<file path="config.mk">
export PLATFORM = sky130hd
export DESIGN_NAME = spi_frame_receiver_flat
export DESIGN_NICKNAME = d
export VERILOG_FILES = /design/src/hdl/spi_ram_pkg.sv /design/src/hdl/ram_port_if.sv /design/src/hdl/spi_frame_receiver.sv /design/src/flat_wrapper.sv
export SDC_FILE = /design/constraint.sdc
export NUM_CORES = 1
export LEC_CHECK = 0
export BUFFER_PORTS_ARGS = -buffer_cell sky130_fd_sc_hd__buf_2
export CAP_MARGIN = 20
export CORE_UTILIZATION = 50
export CTS_CLUSTER_DIAMETER = 100
export DETAILED_ROUTE_END_ITERATION = 16
export MAX_ROUTING_LAYER = met4
export PLACE_DENSITY = 0.75
export SYNTH_ARGS = -nofsm -noshare
export SYNTH_HDL_FRONTEND = slang
export SYNTH_SLANG_ARGS = --single-unit
</file>
<file path="constraint.sdc">
create_clock -name clock100 -period 6.5 [get_ports clock100]
set_input_delay 0.975 -clock clock100 [delete_from_list [all_inputs] [get_ports clock100]]
set_output_delay 0.975 -clock clock100 [all_outputs]
set_load 0.005 [all_outputs]
</file>
<file path="src/hdl/spi_ram_pkg.sv">
////////////////////////////////////////
// spi to block memory bridge definitions
// frame layout, command codes and the data word
////////////////////////////////////////

package spi_ram_pkg;

	// field widths of one spi frame, msb first
	localparam int command_bits = 8;
	localparam int address_bits = 16;
	localparam int data_bits = 32;
	localparam int frame_bits = command_bits + address_bits + data_bits;

	// bits before the data field starts
	localparam int header_bits = command_bits + address_bits;

	// one memory word, also the frame data field
	typedef logic [data_bits-1:0] word_t;

	// full address field as sent by the master
	// only the low bits reach the memory
	typedef logic [address_bits-1:0] address16_t;

	// command byte
	// any other value is legal and does nothing
	typedef enum logic [command_bits-1:0] {
		command_write = 8'h01,
		command_read = 8'h02
	} command_t;

endpackage

</file>
<file path="src/hdl/ram_port_if.sv">
`timescale 1ns/100ps

////////////////////////////////////////
// memory request port
// write and read strobes from the spi receiver
////////////////////////////////////////

interface ram_port_if #(
	parameter int address_width = 11
) ();
	import spi_ram_pkg::*;

	// single cycle write strobe with its address and word
	logic write_enable;
	logic [address_width-1:0] write_address;
	word_t write_data;

	// single cycle read strobe
	// data comes back one cycle later
	logic read_enable;
	logic [address_width-1:0] read_address;

	modport receiver (
		output write_enable,
		output write_address,
		output write_data,
		output read_enable,
		output read_address
	);

	modport memory (
		input write_enable,
		input write_address,
		input write_data,
		input read_enable,
		input read_address
	);

endinterface

</file>
<file path="src/hdl/spi_frame_receiver.sv">
`timescale 1ns/100ps

////////////////////////////////////////
// spi frame receiver
// samples the spi pins on clock100, collects
// 56 bit frames and issues memory requests
////////////////////////////////////////

module spi_frame_receiver #(
	parameter int address_width = 11
) (
	input logic clock100,
	input logic reset,
	input logic spi_sclk,
	input logic spi_mosi,
	input logic spi_select,
	ram_port_if.receiver ram,
	output logic reply_load,
	output logic sclk_fall,
	output logic frame_start,
	output logic [2:0] leds
);
	import spi_ram_pkg::*;

	// wide enough to hold 0 to frame_bits
	localparam int count_width = $clog2(frame_bits + 1);

	// two stage synchronizers
	// index 1 is the safe copy
	logic [1:0] sclk_sync;
	logic [1:0] mosi_sync;
	logic [1:0] select_sync;
	logic sclk_prev;
	logic select_prev;

	logic selected;
	logic sclk_rise;
	logic take_bit;

	logic [count_width-1:0] bit_count;
	// high the cycle after a bit was shifted in
	logic bit_strobe;
	logic [frame_bits-1:0] shift_reg;

	// decode views of the shift register
	command_t early_command;
	address16_t early_address;
	command_t frame_command;
	address16_t frame_address;

	logic read_request;
	logic write_request;

	// select idles high, sclk idles low in mode 0
	always_ff @(posedge clock100) begin
		if (reset) begin
			sclk_sync <= 2'b00;
			select_sync <= 2'b11;
			sclk_prev <= 1'b0;
			select_prev <= 1'b1;
		end else begin
			sclk_sync <= {sclk_sync[0], spi_sclk};
			select_sync <= {select_sync[0], spi_select};
			sclk_prev <= sclk_sync[1];
			select_prev <= select_sync[1];
		end
	end

	// data pin only needs the delay to line up with sclk
	always_ff @(posedge clock100) begin
		mosi_sync <= {mosi_sync[0], spi_mosi};
	end

	// edge events in the clock100 domain
	assign selected = ~select_sync[1];
	assign sclk_rise = sclk_sync[1] & ~sclk_prev;
	assign sclk_fall = sclk_prev & ~sclk_sync[1] & selected;
	assign frame_start = select_prev & ~select_sync[1];

	// bits past the end of a frame are dropped
	assign take_bit = selected & sclk_rise & (bit_count < count_width'(frame_bits));

	// deselect clears the count
	// this also kills aborted frames
	always_ff @(posedge clock100) begin
		if (reset) begin
			bit_count <= '0;
			bit_strobe <= 1'b0;
		end else begin
			bit_strobe <= take_bit;
			if (!selected) begin
				bit_count <= '0;
			end else if (take_bit) begin
				bit_count <= bit_count + 1'b1;
			end
		end
	end

	// msb first, newest bit enters at the bottom
	always_ff @(posedge clock100) begin
		if (take_bit) begin
			shift_reg <= {shift_reg[frame_bits-2:0], mosi_sync[1]};
		end
	end

	// after 24 bits command and address sit at the bottom
	assign early_command = command_t'(shift_reg[header_bits-1 -: command_bits]);
	assign early_address = shift_reg[address_bits-1:0];

	// full frame, fields in their final place
	assign frame_command = command_t'(shift_reg[frame_bits-1 -: command_bits]);
	assign frame_address = shift_reg[data_bits +: address_bits];

	// read goes out as soon as the address is in
	assign read_request = bit_strobe && (bit_count == count_width'(header_bits))
		&& (early_command == command_read);

	// write only once all 56 bits arrived
	assign write_request = bit_strobe && (bit_count == count_width'(frame_bits))
		&& (frame_command == command_write);

	// upper address bits alias
	assign ram.read_enable = read_request;
	assign ram.read_address = early_address[address_width-1:0];
	assign ram.write_enable = write_request;
	assign ram.write_address = frame_address[address_width-1:0];
	assign ram.write_data = shift_reg[data_bits-1:0];

	// memory answers one cycle after the read strobe
	always_ff @(posedge clock100) begin
		if (reset) begin
			reply_load <= 1'b0;
		end else begin
			reply_load <= read_request;
		end
	end

	// leds mirror the last completed write
	always_ff @(posedge clock100) begin
		if (reset) begin
			leds <= 3'b000;
		end else if (write_request) begin
			leds <= shift_reg[2:0];
		end
	end

endmodule

</file>
<file path="src/flat_wrapper.sv">
// flat-port wrapper written by rule: the top's interface ports become plain ports
module spi_frame_receiver_flat import spi_ram_pkg::*;
#(
	parameter int address_width = 11
)
  (clock100, reset, spi_sclk, spi_mosi, spi_select, reply_load, sclk_fall, frame_start, leds, ram_write_enable, ram_write_address, ram_write_data, ram_read_enable, ram_read_address);
  ram_port_if #(.address_width(address_width)) ram_i ();
  input logic clock100;
  input logic reset;
  input logic spi_sclk;
  input logic spi_mosi;
  input logic spi_select;
  output logic reply_load;
  output logic sclk_fall;
  output logic frame_start;
  output logic [2:0] leds;
  output wire logic [$bits(ram_i.write_enable)-1:0] ram_write_enable;
  output wire logic [$bits(ram_i.write_address)-1:0] ram_write_address;
  output wire logic [$bits(ram_i.write_data)-1:0] ram_write_data;
  output wire logic [$bits(ram_i.read_enable)-1:0] ram_read_enable;
  output wire logic [$bits(ram_i.read_address)-1:0] ram_read_address;
  assign ram_write_enable = ram_i.write_enable;
  assign ram_write_address = ram_i.write_address;
  assign ram_write_data = ram_i.write_data;
  assign ram_read_enable = ram_i.read_enable;
  assign ram_read_address = ram_i.read_address;
  spi_frame_receiver #(.address_width(address_width)) u_core (.clock100(clock100), .reset(reset), .spi_sclk(spi_sclk), .spi_mosi(spi_mosi), .spi_select(spi_select), .ram(ram_i), .reply_load(reply_load), .sclk_fall(sclk_fall), .frame_start(frame_start), .leds(leds));
endmodule
</file>
==> run metrics <==
outcome=complete, no violations; post-DR wirelength/cell=14.04 µm; transition time at the pin with the least slew margin=0.6765 ns; proportion of layout cells with a drive suffix above 1=40.64%; max_slew headroom=54.90%; number of violations reported at the end of detailed-routing iteration 0=72; Leakage Power=1.116 nW; cell count after placement=275; Detail Route Antenna Nets=0; total negative setup slack=0 ns; required time at the worst-slack endpoint=5.52 ns; non-filler instance count after layout=291; PD cells=287.8 nW/µm²; yosys synthesis warning count=0; synthesized area per cell=15.02 µm²; Diodes inserted=0; Worst setup SP type=flop; number of port buffers=66; Synth async-reset ratio=0%; Final HPWL DP=2616 µm; count of state elements after synthesis=75; die area=6107 µm²; grt total ovfl=0; buffer count from post-CTS setup fixing=0; max FFs per register=56; TritonCTS clock tree=yes; Hold Vio Cnt, Final=0; post_cts resized=0; post-layout min period=2.942 ns; register clock-pin slew on the reported worst setup and hold paths=0.07 ns; core area=5540 µm²; Final Routed Wirelength=4087 µm; Period Utilization, post-route=45.27%; hold-fix buffers at CTS=0; worst clock skew=0.004419 ns; drt via density=4.845; via count of the first global-routing pass=1280; final layout net count=221; H-tree depth reported by CTS=3; number of antenna violations at the first check in global routing=0; number of iterations in the first detailed-routing pass=4; post-synthesis cell area=2899 µm²; fin. max-slew vios=0; Hold WC Path Type=reg -> reg; upper clock frequency limit=339.9 MHz; Routability Congestion=0.7284; number of rows created at floorplan=27; Yosys cell types=34; clock buffers created by TritonCTS=9; count of flip-flops with a built-in enable after synthesis=56; max-cap viol count=0; area growth from synthesis to final layout=8.071%; clock latency on the worst-skew pair=0.33 ns; most frequently used flop master after synthesis=sky130_fd_sc_hd__edfxtp_1; post-route DRC violation count=0; Synth Instances=193; Worst IR Drop VDD=0.0001933 V; setup violation total in the final timing report=0; combined global-route utilization of all metal layers=14.58%; # IOs=67; initial core utilization=52.33%; Worst EP arrival=1.97 ns; unrepaired setup endpoints after global routing=no; first-pass GRT wire length=6265 µm; hold slack=0.3308 ns; height of the die=78.15 µm; flop2flop setup slack=4.51 ns; endpoint class of the critical path=output port; total clock sinks=75; maximum number of pins on one net before global-route repair=57; x dimension of the die=78.15 µm; peak fanout along the critical path=4; CTS max path bufs=2; vias after detailed routing=1410; start-to-end type of the worst setup path=reg -> out; clock root buffer=sky130_fd_sc_hd__clkbuf_8; post-synthesis sequential area ratio=71.13%; nets in the synthesized netlist=200
==> worst max-delay path, cell delays in order (launching register included) <==
cell and delay (ns):
sky130_fd_sc_hd__edfxtp_1 0.40, sky130_fd_sc_hd__or4b_4 0.56, sky130_fd_sc_hd__nor4_4 0.47, sky130_fd_sc_hd__buf_2 0.20
==> metrics by stage <==
step                util (%)  power (mW)  setup slack [ns]  cell area [µm²]
floorplan                  -      0.5311             2.810             2899
global placement       52.64      0.5330             3.971             2917
detailed placement     52.64      0.5335             3.914             2917
CTS                    56.55      0.9162             3.521             3133
global route           56.55      0.9340             3.461             3133
finish                 56.55      0.9015             3.558             3133
==> report_power, final <==
group,internal [mW],switching (mW)
Clock,0.217,0.162
Combinational,0.00404,0.00458
Sequential,0.512,0.00173
Total,0.733,0.169
==> worst paths after layout <==
kind | to | cells after the start | from
min reg2reg | u_core.mosi_sync[1] | 0 | u_core.mosi_sync[0]
max reg2reg | u_core.shift_reg[0] | 3 | u_core.select_sync[1]
min | u_core.mosi_sync[1] | 0 | u_core.mosi_sync[0]
max | ram_write_enable | 3 | u_core.shift_reg[50]
==> Yosys cell counts, types with 3 or more instances <==
cell type / instances / area share [%]
sky130_fd_sc_hd__nor2_1: 4 / 0.52
sky130_fd_sc_hd__nor4_1: 3 / 0.65
sky130_fd_sc_hd__dfxtp_1: 19 / 13
sky130_fd_sc_hd__nand3_1: 5 / 0.86
sky130_fd_sc_hd__edfxtp_1: 56 / 58
sky130_fd_sc_hd__inv_1: 4 / 0.52
sky130_fd_sc_hd__mux2i_1: 3 / 1.0
sky130_fd_sc_hd__nand2b_1: 6 / 1.3
sky130_fd_sc_hd__a21oi_1: 4 / 0.69
sky130_fd_sc_hd__buf_4: 54 / 14
sky130_fd_sc_hd__nor2b_1: 4 / 0.86
==> logic make-up after synthesis <==
logic type / after synthesis / share of synthesized area [%]
AO/OA/AOI/OAI: 11 / 2.417
buffers and inverters: 61 / 14.93
flip-flops: 75 / 71.13
adder cells (fa/ha/maj): 2 / 0.8630
multiplexers: 3 / 1.036
AND/OR/NAND/NOR: 41 / 9.624
==> routing by layer <==
layer	wire length [µm]	track usage, %	up-vias
met3	185	6.395	2
met1	1928	18.04	685
met5	0	-	-
li1	-	-	679
met2	1945	20.79	44
met4	27	6.296	0
==> area by class of cell <==
class                           instances  area, µm²
Clock buffer                           10      127.6
Clock inverter                          6      88.84
Fill cell                             478       2407
Inverter                                4      15.01
Multi-Input combinational cell         57      411.6
Sequential cell                        75       2062
Tap cell                               72      90.09
Timing Repair Buffer                   67      337.8
==> placed cells by master, fill, tap and decap left out, drive strengths merged, types with 2 or more instances in the layout <==
cell type / instances
o21ai: 2
ha: 2
nand2: 2
clkbuf: 10
dfxtp: 19
nor2b: 4
nand3: 5
buf: 67
mux2i: 3
a21oi: 4
inv: 5
nor4: 4
nor2: 4
nor3b: 2
clkinvlp: 2
bufinv: 2
or4: 2
nand2b: 6
o31ai: 2
or3b: 2
edfxtp: 56
or2: 2
(Power assumes the default switching activity.)
