<file path="src/hdl/spi_ram_pkg.sv">
////////////////////////////////////////
// spi to block memory bridge definitions
// frame layout, command codes and the data word
////////////////////////////////////////

package spi_ram_pkg;

	// field widths of one spi frame, msb first
	localparam int command_bits = 8;
	localparam int address_bits = 16;
	localparam int data_bits = 32;
	localparam int frame_bits = command_bits + address_bits + data_bits;

	// bits before the data field starts
	localparam int header_bits = command_bits + address_bits;

	// one memory word, also the frame data field
	typedef logic [data_bits-1:0] word_t;

	// full address field as sent by the master
	// only the low bits reach the memory
	typedef logic [address_bits-1:0] address16_t;

	// command byte
	// any other value is legal and does nothing
	typedef enum logic [command_bits-1:0] {
		command_write = 8'h01,
		command_read = 8'h02
	} command_t;

endpackage

</file>
<file path="src/hdl/spi_reply_transmitter.sv">
`timescale 1ns/100ps

////////////////////////////////////////
// spi reply transmitter
// shifts the read word out on miso,
// one bit per falling sclk edge
////////////////////////////////////////

module spi_reply_transmitter (
	input logic clock100,
	input logic reset,
	input spi_ram_pkg::word_t read_data,
	input logic reply_load,
	input logic sclk_fall,
	input logic frame_start,
	output logic spi_miso
);
	import spi_ram_pkg::*;

	word_t shift_out;
	// miso only shows data once a reply was loaded
	logic loaded;
	// bit 31 must survive the fall right after bit 24
	logic hold_first;
	logic advance;

	// the first fall after loading keeps bit 31 on the line
	assign advance = sclk_fall & loaded & ~hold_first;

	// new frame drops any old reply
	always_ff @(posedge clock100) begin
		if (reset) begin
			loaded <= 1'b0;
			hold_first <= 1'b0;
		end else if (frame_start) begin
			loaded <= 1'b0;
			hold_first <= 1'b0;
		end else if (reply_load) begin
			loaded <= 1'b1;
			hold_first <= 1'b1;
		end else if (sclk_fall && loaded) begin
			hold_first <= 1'b0;
		end
	end

	// msb first, zeros fill from the bottom
	always_ff @(posedge clock100) begin
		if (reply_load) begin
			shift_out <= read_data;
		end else if (advance) begin
			shift_out <= {shift_out[data_bits-2:0], 1'b0};
		end
	end

	assign spi_miso = loaded & shift_out[data_bits-1];

endmodule

</file>
<file path="config.mk">
export PLATFORM = sky130hd
export DESIGN_NAME = spi_reply_transmitter
export DESIGN_NICKNAME = d
export VERILOG_FILES = /design/src/hdl/spi_ram_pkg.sv /design/src/hdl/spi_reply_transmitter.sv
export SDC_FILE = /design/constraint.sdc
export NUM_CORES = 1
export LEC_CHECK = 0
export ABC_AREA = 1
export BUFFER_PORTS_ARGS = -buffer_cell sky130_fd_sc_hd__buf_2
export CORE_MARGIN = 2
export CORE_UTILIZATION = 47
export DETAILED_ROUTE_END_ITERATION = 12
export MAX_ROUTING_LAYER = met4
export PLACE_DENSITY_LB_ADDON = 0.2
export SETUP_SLACK_MARGIN = 0.05
export SYNTH_ARGS = -nofsm -noshare
export SYNTH_HDL_FRONTEND = slang
export SYNTH_SLANG_ARGS = --single-unit
</file>
<file path="constraint.sdc">
create_clock -name clock100 -period 3.2 [get_ports clock100]
set_input_delay 0.32 -clock clock100 [delete_from_list [all_inputs] [get_ports clock100]]
set_output_delay 0.32 -clock clock100 [all_outputs]
set_load 0.05 [all_outputs]
</file>
==> flow_summary.toml, run 1 <==
[outcome]
status = "finished clean"

[timing]
finalClockSkew_ns = 0.00772
fmax_mhz = 627
rsz0062_at_grt = "false"
final_hold_viol_count = 0
period_share_pct = 49.9
min_period_ns = 1.60
tightestPinTransition_ns = 0.959
fin_ws_ns = 1.60
finalSetupViolCount = 0
slew_headroom_pct = 35.8
setup_tns_ns = 0
slew_violations = 0

[setup_path]
crit_chain = "nand2_1, o21ai_4"
path_class = "reg -> reg"
crit_family = "compound AO/OA/AOI/OAI gates"
startpoint_type = "register"
cpMaxStageDelayCell = "o21ai_4"
worst_path_largest_cell_delay_ns = 0.75
cp_num_buf_inv = 0
cp-end-kind = "register"
critical_path_arrival_ns = 1.54
cp_max_fo = 32
required_ns = 3.14

[logic_synthesis]
synth.net_count = 183
ys.flop_type = "edfxtp_1"
syn_area_per_cell_um2 = 10.5
netlist_area_um2 = 1530
synthTopCellsByArea = "edfxtp_1 (63%), nand2_1 (21%), nand2_2 (4.9%)"
ys_seq_area_share_pct = 65.3
yosysTopAreaCellShare_pct = 62.7
yosysMostFrequentCell = "nand2_1"
synthTopCellsByCount = "nand2_1 (85), edfxtp_1 (32), nand2_2 (12)"
netlist_instances = 146
synth_edf_count = 32
yosys_warnings = 0
ys_types = 13
synthArstFlopShare_pct = 0
synth_seq_cells = 34
yosysTopAreaCell = "edfxtp_1"

[pwr]
total_leakage_power_nw = 0.826
ir_worst_vdd_mv = 0.252
p_total_uw = 840
power_density_nw_per_um2 = 483

[route]
wl_met1_mm = 1.14
wl_met2_mm = 1.14
drc = 0
drt_wl_total_mm = 2.44
dr.first_iter.drc_count = 32
dr.pass1.iters = 4
ant_nets = 0
wl_per_cell_um = 10.7
routed_via_density = 4.44
top_layer = "met4"
via_count = 1012
route.met3.wl_um = 141

[die]
die_x_um = 61.1
start_util_pct = 49.8
core_um2 = 3080
rows = 20
die_h_um = 61.1
num_io_pins = 38
design.die.area_um2 = 3730

[global_routing]
first_global_vias = 988
antenna_found_initial = 0
grt_overflow = 0
grt_pass1_wl_mm = 4.09
grt_usage_pct = 16.1
grt_max_degree = 35

[cells_and_area]
drive_above_1_share_pct = 31.0
nNetsFinal = 220
antennaDiodeCount = 0
fillers = 300
final_util_pct = 56.5
syn_to_final_growth_pct = 13.4
final_cells = 228

[clock_tree]
clock_latency_ns = 0.31
cts_setup_buffers = 0
cts.sinks = 34
cts.htree.levels = 2
cts_buffers = 5
root_buffer = "clkbuf_4"
cts_resized = 0
clockBufferDepth = 2
cts_tree = "built"
clk_pin_slew_worst_paths_ns = 0.09
cts_hold_buf = 0

[job]
cap_violations = 0

[placement]
pre_cts_ws_ns = 1.32
numPlacedInstances = 220
gp_congestion = 0.678
post-dp-hpwl_mm = 1.63
io_buffers = 37

[hold_path]
hold_class = "in -> reg"
## cell families (layout without fill, tap and decap cells)
kind of cell | Yosys count | in the layout | synth area share (%)
compound gates | 2 | 2 | 0.652
buf+inv | 10 | 48 | 7.43
flops | 34 | 34 | 65.3
simple gates | 100 | 100 | 26.6
## routing by layer
layer | GRT usage (%) | up-vias
li1 | - | 537
met1 | 18.9 | 439
met2 | 25.4 | 34
met3 | 4.41 | 2
met4 | 8.39 | 0
met5 | - | -
## flip-flops by register name, summed over array words and instances (netlist names)
| register | cells |
|---|---|
| shift_out | 32 |
| loaded | 1 |
| hold_first | 1 |
## path summary, 6_finish.rpt
path                             start       endpoint  slack [ns]  cells after the start
worst min register to register  loaded         loaded        0.50                      2
worst min-delay path             reset         loaded        0.27                      3
worst max-delay path            loaded  shift_out[20]        1.60                      2
worst max register to register  loaded  shift_out[20]        1.60                      2
## through the flow
step	hold slack, ns	area (µm²)
2_1_floorplan	0.431	1530
3_3_place_gp	0.476	1690
3_5_place_dp	0.488	1690
4_1_cts	0.251	1740
5_1_grt	0.260	1740
6_report	0.265	1740
## worst reg2reg max path: cells and delay by family (launching register included)
kind / cells / cell delay, ns
DFF: 1 / 0.36
AOI/OAI and AO/OA: 1 / 0.75
and+or+nand+nor: 1 / 0.11
## placed cells by master, fill, tap and decap left out
cell type	count
nor2_1	2
o21ai_4	1
dfxtp_1	2
buf_2	37
inv_8	1
or2_2	1
clkbuf_4	5
nand2_2	12
a21oi_1	1
nand2_1	85
edfxtp_1	32
inv_1	2
clkbuf_1	3
## power by group
| group | internal (mW) | switching, mW |
|---|---|---|
| clock network | 0.0876 | 0.123 |
| logic | 0.0352 | 0.0511 |
| registers | 0.531 | 0.0118 |
| total | 0.654 | 0.186 |
## layout make-up
class                   count  area (µm²)  share of cell area, %
inverters                   3        18.8                   1.08
clock buffers               8        48.8                   2.81
multi-input cells         102         429                   24.7
repair buffers             37         185                   10.7
flip-flops and latches     34        1000                   57.6
well taps                  44        55.1                   3.17
Power figures use the tool's default switching activity.
==> run 2: changes to the inputs <==
Settings changed: CORE_UTILIZATION 47 to 52.
Clock period 3.2 ns to 1.6 ns, I/O delays scaled along.
==> run 2 against run 1 <==
Against the previous run:
- worst setup slack lost 1.2 ns
- sequential share of layout area shrank 0.41 points
- hold slack lost 0.19 ns
- global-route usage grew 1.8 points
- combinational power grew 110%
- clock power grew 110%
- non-clock buffer count grew 2
- routed wire length grew 2.5%
- critical endpoint is now spi_miso
==> flow_summary.toml, run 2 (synthesized netlist as in run 1, its figures left out) <==
[outcome]
status = "finished clean"

[global_routing]
grt_max_degree = 34
top_usage_layer = "met2"
grt_usage_pct = 17.9
met2_usage_pct = 27.3
first_global_vias = 1042
antenna_found_initial = 0
grt_pass1_wl_mm = 4.33
use_met3_pct = 7.25
grt_overflow = 0
grt_use_met1_pct = 21.9

[clock_tree]
clk_pin_slew_worst_paths_ns = 0.09
cts_tree = "built"
cts_hold_buf = 0
cts_buffers = 5
cts_resized = 0
clock_latency_ns = 0.32
cts_setup_buffers = 0
clockBufferDepth = 2
root_buffer = "clkbuf_4"
cts.sinks = 34
cts.htree.levels = 2

[setup_path]
cp_max_fo = 3
critical_path_arrival_ns = 1.08
startpoint_type = "register"
rr_startpoint = "loaded"
r2r_end = "shift_out[15]"
rrSetupSlack_ns = 0.44
path_class = "reg -> out"
required_ns = 1.44
ff2ff_path_depth = 3
cp-end-kind = "output port"

[die]
core_um2 = 2780
die_h_um = 58.3
start_util_pct = 55.1
rows = 19
design.die.area_um2 = 3400
num_io_pins = 38
die_x_um = 58.3

[timing]
setup_tns_ns = 0
min_period_ns = 1.24
fmax_mhz = 805
tightestPinTransition_ns = 0.317
finalSetupViolCount = 0
period_share_pct = 77.6
final_hold_viol_count = 0
slew_violations = 0
finalClockSkew_ns = 0.00670
slew_headroom_pct = 78.9
rsz0062_at_grt = "false"

[hold_path]
holdPathEnd = "loaded"
min-delay-start = "frame_start"
hold_class = "in -> reg"
hold_depth = 3

[cells_and_area]
final_cell_mix = "nand2_1 (85), buf_2 (37), edfxtp_1 (32)"
largest_reg_flops = 32
antennaDiodeCount = 0
fillers = 260
final_common_cell = "nand2_1"
multiInputGateArea_um2 = 429
drive_above_1_share_pct = 32.3
nNetsFinal = 222
register_area_um2 = 1000
largestRegisters = "shift_out x32, hold_first x1, loaded x1"
syn_to_final_growth_pct = 14.2
top_register = "shift_out"

[route]
drt_wl_total_mm = 2.51
via_count = 1043
wl_per_cell_um = 11.5
drc = 0
dr.pass1.iters = 4
dr.first_iter.drc_count = 30
ant_nets = 0
routed_via_density = 4.81

[pwr]
ir_worst_vdd_mv = 0.825
total_leakage_power_nw = 0.843
power_density_nw_per_um2 = 972
p_total_mw = 1.70

[placement]
post-dp-hpwl_mm = 1.61
gp_congestion = 0.659
io_buffers = 37

[job]
cap_violations = 0
run 2: worst max-delay path by stage:
| stage | from | end | cells after the start | slack, ns |
|---|---|---|---|---|
| 6_report | loaded | spi_miso | 3 | 0.36 |
| 4_1_cts | loaded | spi_miso | 3 | 0.34 |
| 3_3_place_gp | loaded | shift_out[11] | 3 | 0.50 |
| 5_1_grt | loaded | spi_miso | 3 | 0.26 |
| 2_1_floorplan | loaded | shift_out[0] | 2 | 0.21 |
| 3_5_place_dp | loaded | shift_out[6] | 3 | 0.44 |
run 2: per-stage QoR:
step	hold WS [ns]	instance area [µm²]	setup slack (ns)	util [%]	std cells
4_1_cts	0.0591	1750	0.336	62.9	217
5_1_grt	0.0620	1750	0.263	62.9	217
6_report	0.0737	1750	0.359	62.9	217
3_5_place_dp	0.417	1700	0.437	61.1	209
2_1_floorplan	0.327	1540	0.209	-	146
3_3_place_gp	0.413	1700	0.500	61.1	209
run 2: worst max-delay path, cell delays in order, from the launching register on:
cell	delay, ns
dfxtp_1	0.37
nand2_1	0.06
inv_1	0.07
buf_2	0.26
run 2: per-layer routing:
layer	share of wire, %	wire length (µm)
met5	0	0
met4	0.60	15
met3	4.9	122
met2	47	1170
met1	48	1200
run 2: area by class of cell:
class | instances | share of cell area [%]
Inverter | 3 | 1.07
Clock inverter | 2 | 0.500
Timing Repair Buffer | 39 | 12.2
Tap cell | 31 | 2.22
Clock buffer | 6 | 2.36
Multi-Input combinational cell | 102 | 24.5
Sequential cell | 34 | 57.2
run 2: power by group:
part	total [mW]	leakage (nW)	switching (mW)	internal, mW
registers	1.09	0.337	0.0250	1.06
clock network	0.433	0.0297	0.268	0.165
logic	0.182	0.477	0.104	0.0780
==> run 3: changes to the inputs <==
Settings changed: CORE_UTILIZATION 52 to 47.
Clock period 1.6 ns to 1.05 ns, I/O delays scaled along.
==> run 3 against run 2 <==
Against the previous run:
- the run now ends with setup timing left
- global-route usage fell by 1.9 points
- combinational power rose by 76%
- count of clock-buffer cells in the layout fell by 1
- core utilization fell by 0.41 points
- power rose by 84%
- routed wire length rose by 3.5%
- clock skew fell by 0.0027 ns
- first-iteration DRC count fell by 20%
- sequential power rose by 51%
- critical endpoint is now shift_out[7]
- largest cell class unchanged
==> flow_summary.toml, run 3 (synthesized netlist as in run 1, its figures left out) <==
[setup_path]
path_class = "reg -> reg"
startpoint_type = "register"
cp_max_fo = 8
critical_path_arrival_ns = 1.21
required_ns = 1.10
cp-end-kind = "register"

[global_routing]
antenna_found_initial = 0
grt_usage_pct = 16.0
grt_overflow = 0
first_global_vias = 1011
grt_max_degree = 34
grt_pass1_wl_mm = 4.04

[route]
route.met3.wl_um = 117
top_layer = "met4"
dr.pass1.iters = 4
drc = 0
routed_via_density = 4.48
dr.first_iter.drc_count = 24
drt_wl_total_mm = 2.59
via_count = 1066
ant_nets = 0
wl_met1_mm = 1.21
wl_per_cell_um = 10.9
wl_met2_mm = 1.21

[placement]
place_area_um2 = 1740
post-dp-hpwl_mm = 1.74
gp_congestion = 0.704
io_buffers = 37

[cells_and_area]
final_cell_mix = "nand2_1 (83), buf_2 (36), edfxtp_1 (32)"
largest_reg_flops = 32
nNetsFinal = 230
final_common_cell = "nand2_1"
syn_to_final_growth_pct = 25.6
antennaDiodeCount = 0
top_register = "shift_out"
largestRegisters = "shift_out x32, hold_first x1, loaded x1"
final_util_pct = 62.5
drive_above_1_share_pct = 36.6
final_area_um2 = 1920

[hold_path]
hold_class = "in -> reg"

[die]
core_um2 = 3080
num_io_pins = 38
rows = 20
design.die.area_um2 = 3730
die_h_um = 61.1
die_x_um = 61.1
start_util_pct = 49.8

[timing]
fin_hold_ws_ns = 0.0449
tightestPinTransition_ns = 0.308
fmax_mhz = 865
slew_violations = 0
setup_tns_ns = -3.14
fin_ws_ns = -0.106
rsz0062_at_grt = "true"
slew_headroom_pct = 79.5
min_period_ns = 1.16
finalClockSkew_ns = 0.00404
period_share_pct = 110
finalSetupViolCount = 33
final_hold_viol_count = 0

[clock_tree]
cts_buffers = 5
clock_latency_ns = 0.32
cts.htree.levels = 2
clk_pin_slew_worst_paths_ns = 0.10
root_buffer = "clkbuf_4"
cts.sinks = 34
cts_tree = "built"
clockBufferDepth = 2

[pwr]
ir_worst_vdd_mv = 1.25
power_density_nw_per_um2 = 1620
total_leakage_power_nw = 0.915
p_total_mw = 3.12

[outcome]
violations = "setup timing"
status = "finished, violations left"

[job]
cap_violations = 0
[run 3: cell count changes in the layout (fill, tap and decap cells not counted), sizes merged]
cell | before | now
bufinv | 0 | 2
clkinv | 2 | 1
dlygate4sd3 | 0 | 2
buf | 39 | 44
[run 3: stage by stage]
step	setup slack, ns	instances
final	-0.106	238
after global routing	-0.125	238
after CTS	-0.0855	235
after detailed placement	-0.0485	225
after global placement	-0.0164	225
after floorplan	-0.325	146
[run 3: what timing repair did]
action	in CTS	in global routing
pin swaps	0	1
buffers inserted	0	1
gates cloned	0	2
endpoints found under the hold margin	1	0
hold buffers	2	0
setup endpoints to repair	33	33
resized for setup	6	0
[run 3: metal layers]
metal / vias to the layer above / GRT usage (%)
li1: 558 / -
met1: 475 / 17.6
met2: 25 / 26.3
met3: 8 / 5.67
met4: 0 / 6.52
met5: - / -
[run 3: area by class of cell]
type	instances	area [µm²]
tap	44	55.1
fill	289	1150
inverter	3	18.8
multi-input combinational	102	434
timing repair buffer	47	313
clock inverter	3	63.8
sequential	34	1000
clock buffer	5	37.5
[run 3: final timing paths]
path | from | to | slack [ns] | depth (start not counted)
setup / recovery | loaded | shift_out[7] | -0.11 | 3
hold / removal | read_data[24] | shift_out[24] | 0.04 | 3
setup reg to reg | loaded | shift_out[7] | -0.11 | 3
hold reg to reg | hold_first | hold_first | 0.50 | 2
[run 3: report_power, final]
part	total, mW	leakage (nW)	switching (mW)	internal [mW]
Clock	1.15	0.0528	0.414	0.734
Combinational	0.321	0.525	0.170	0.151
Sequential	1.65	0.337	0.0377	1.62
[run 3: critical path: stages, from the launching register on]
cell and delay (ns):
dfxtp_2 0.36, nand2_2 0.07, o21ai_4 0.24, clkbuf_16 0.21
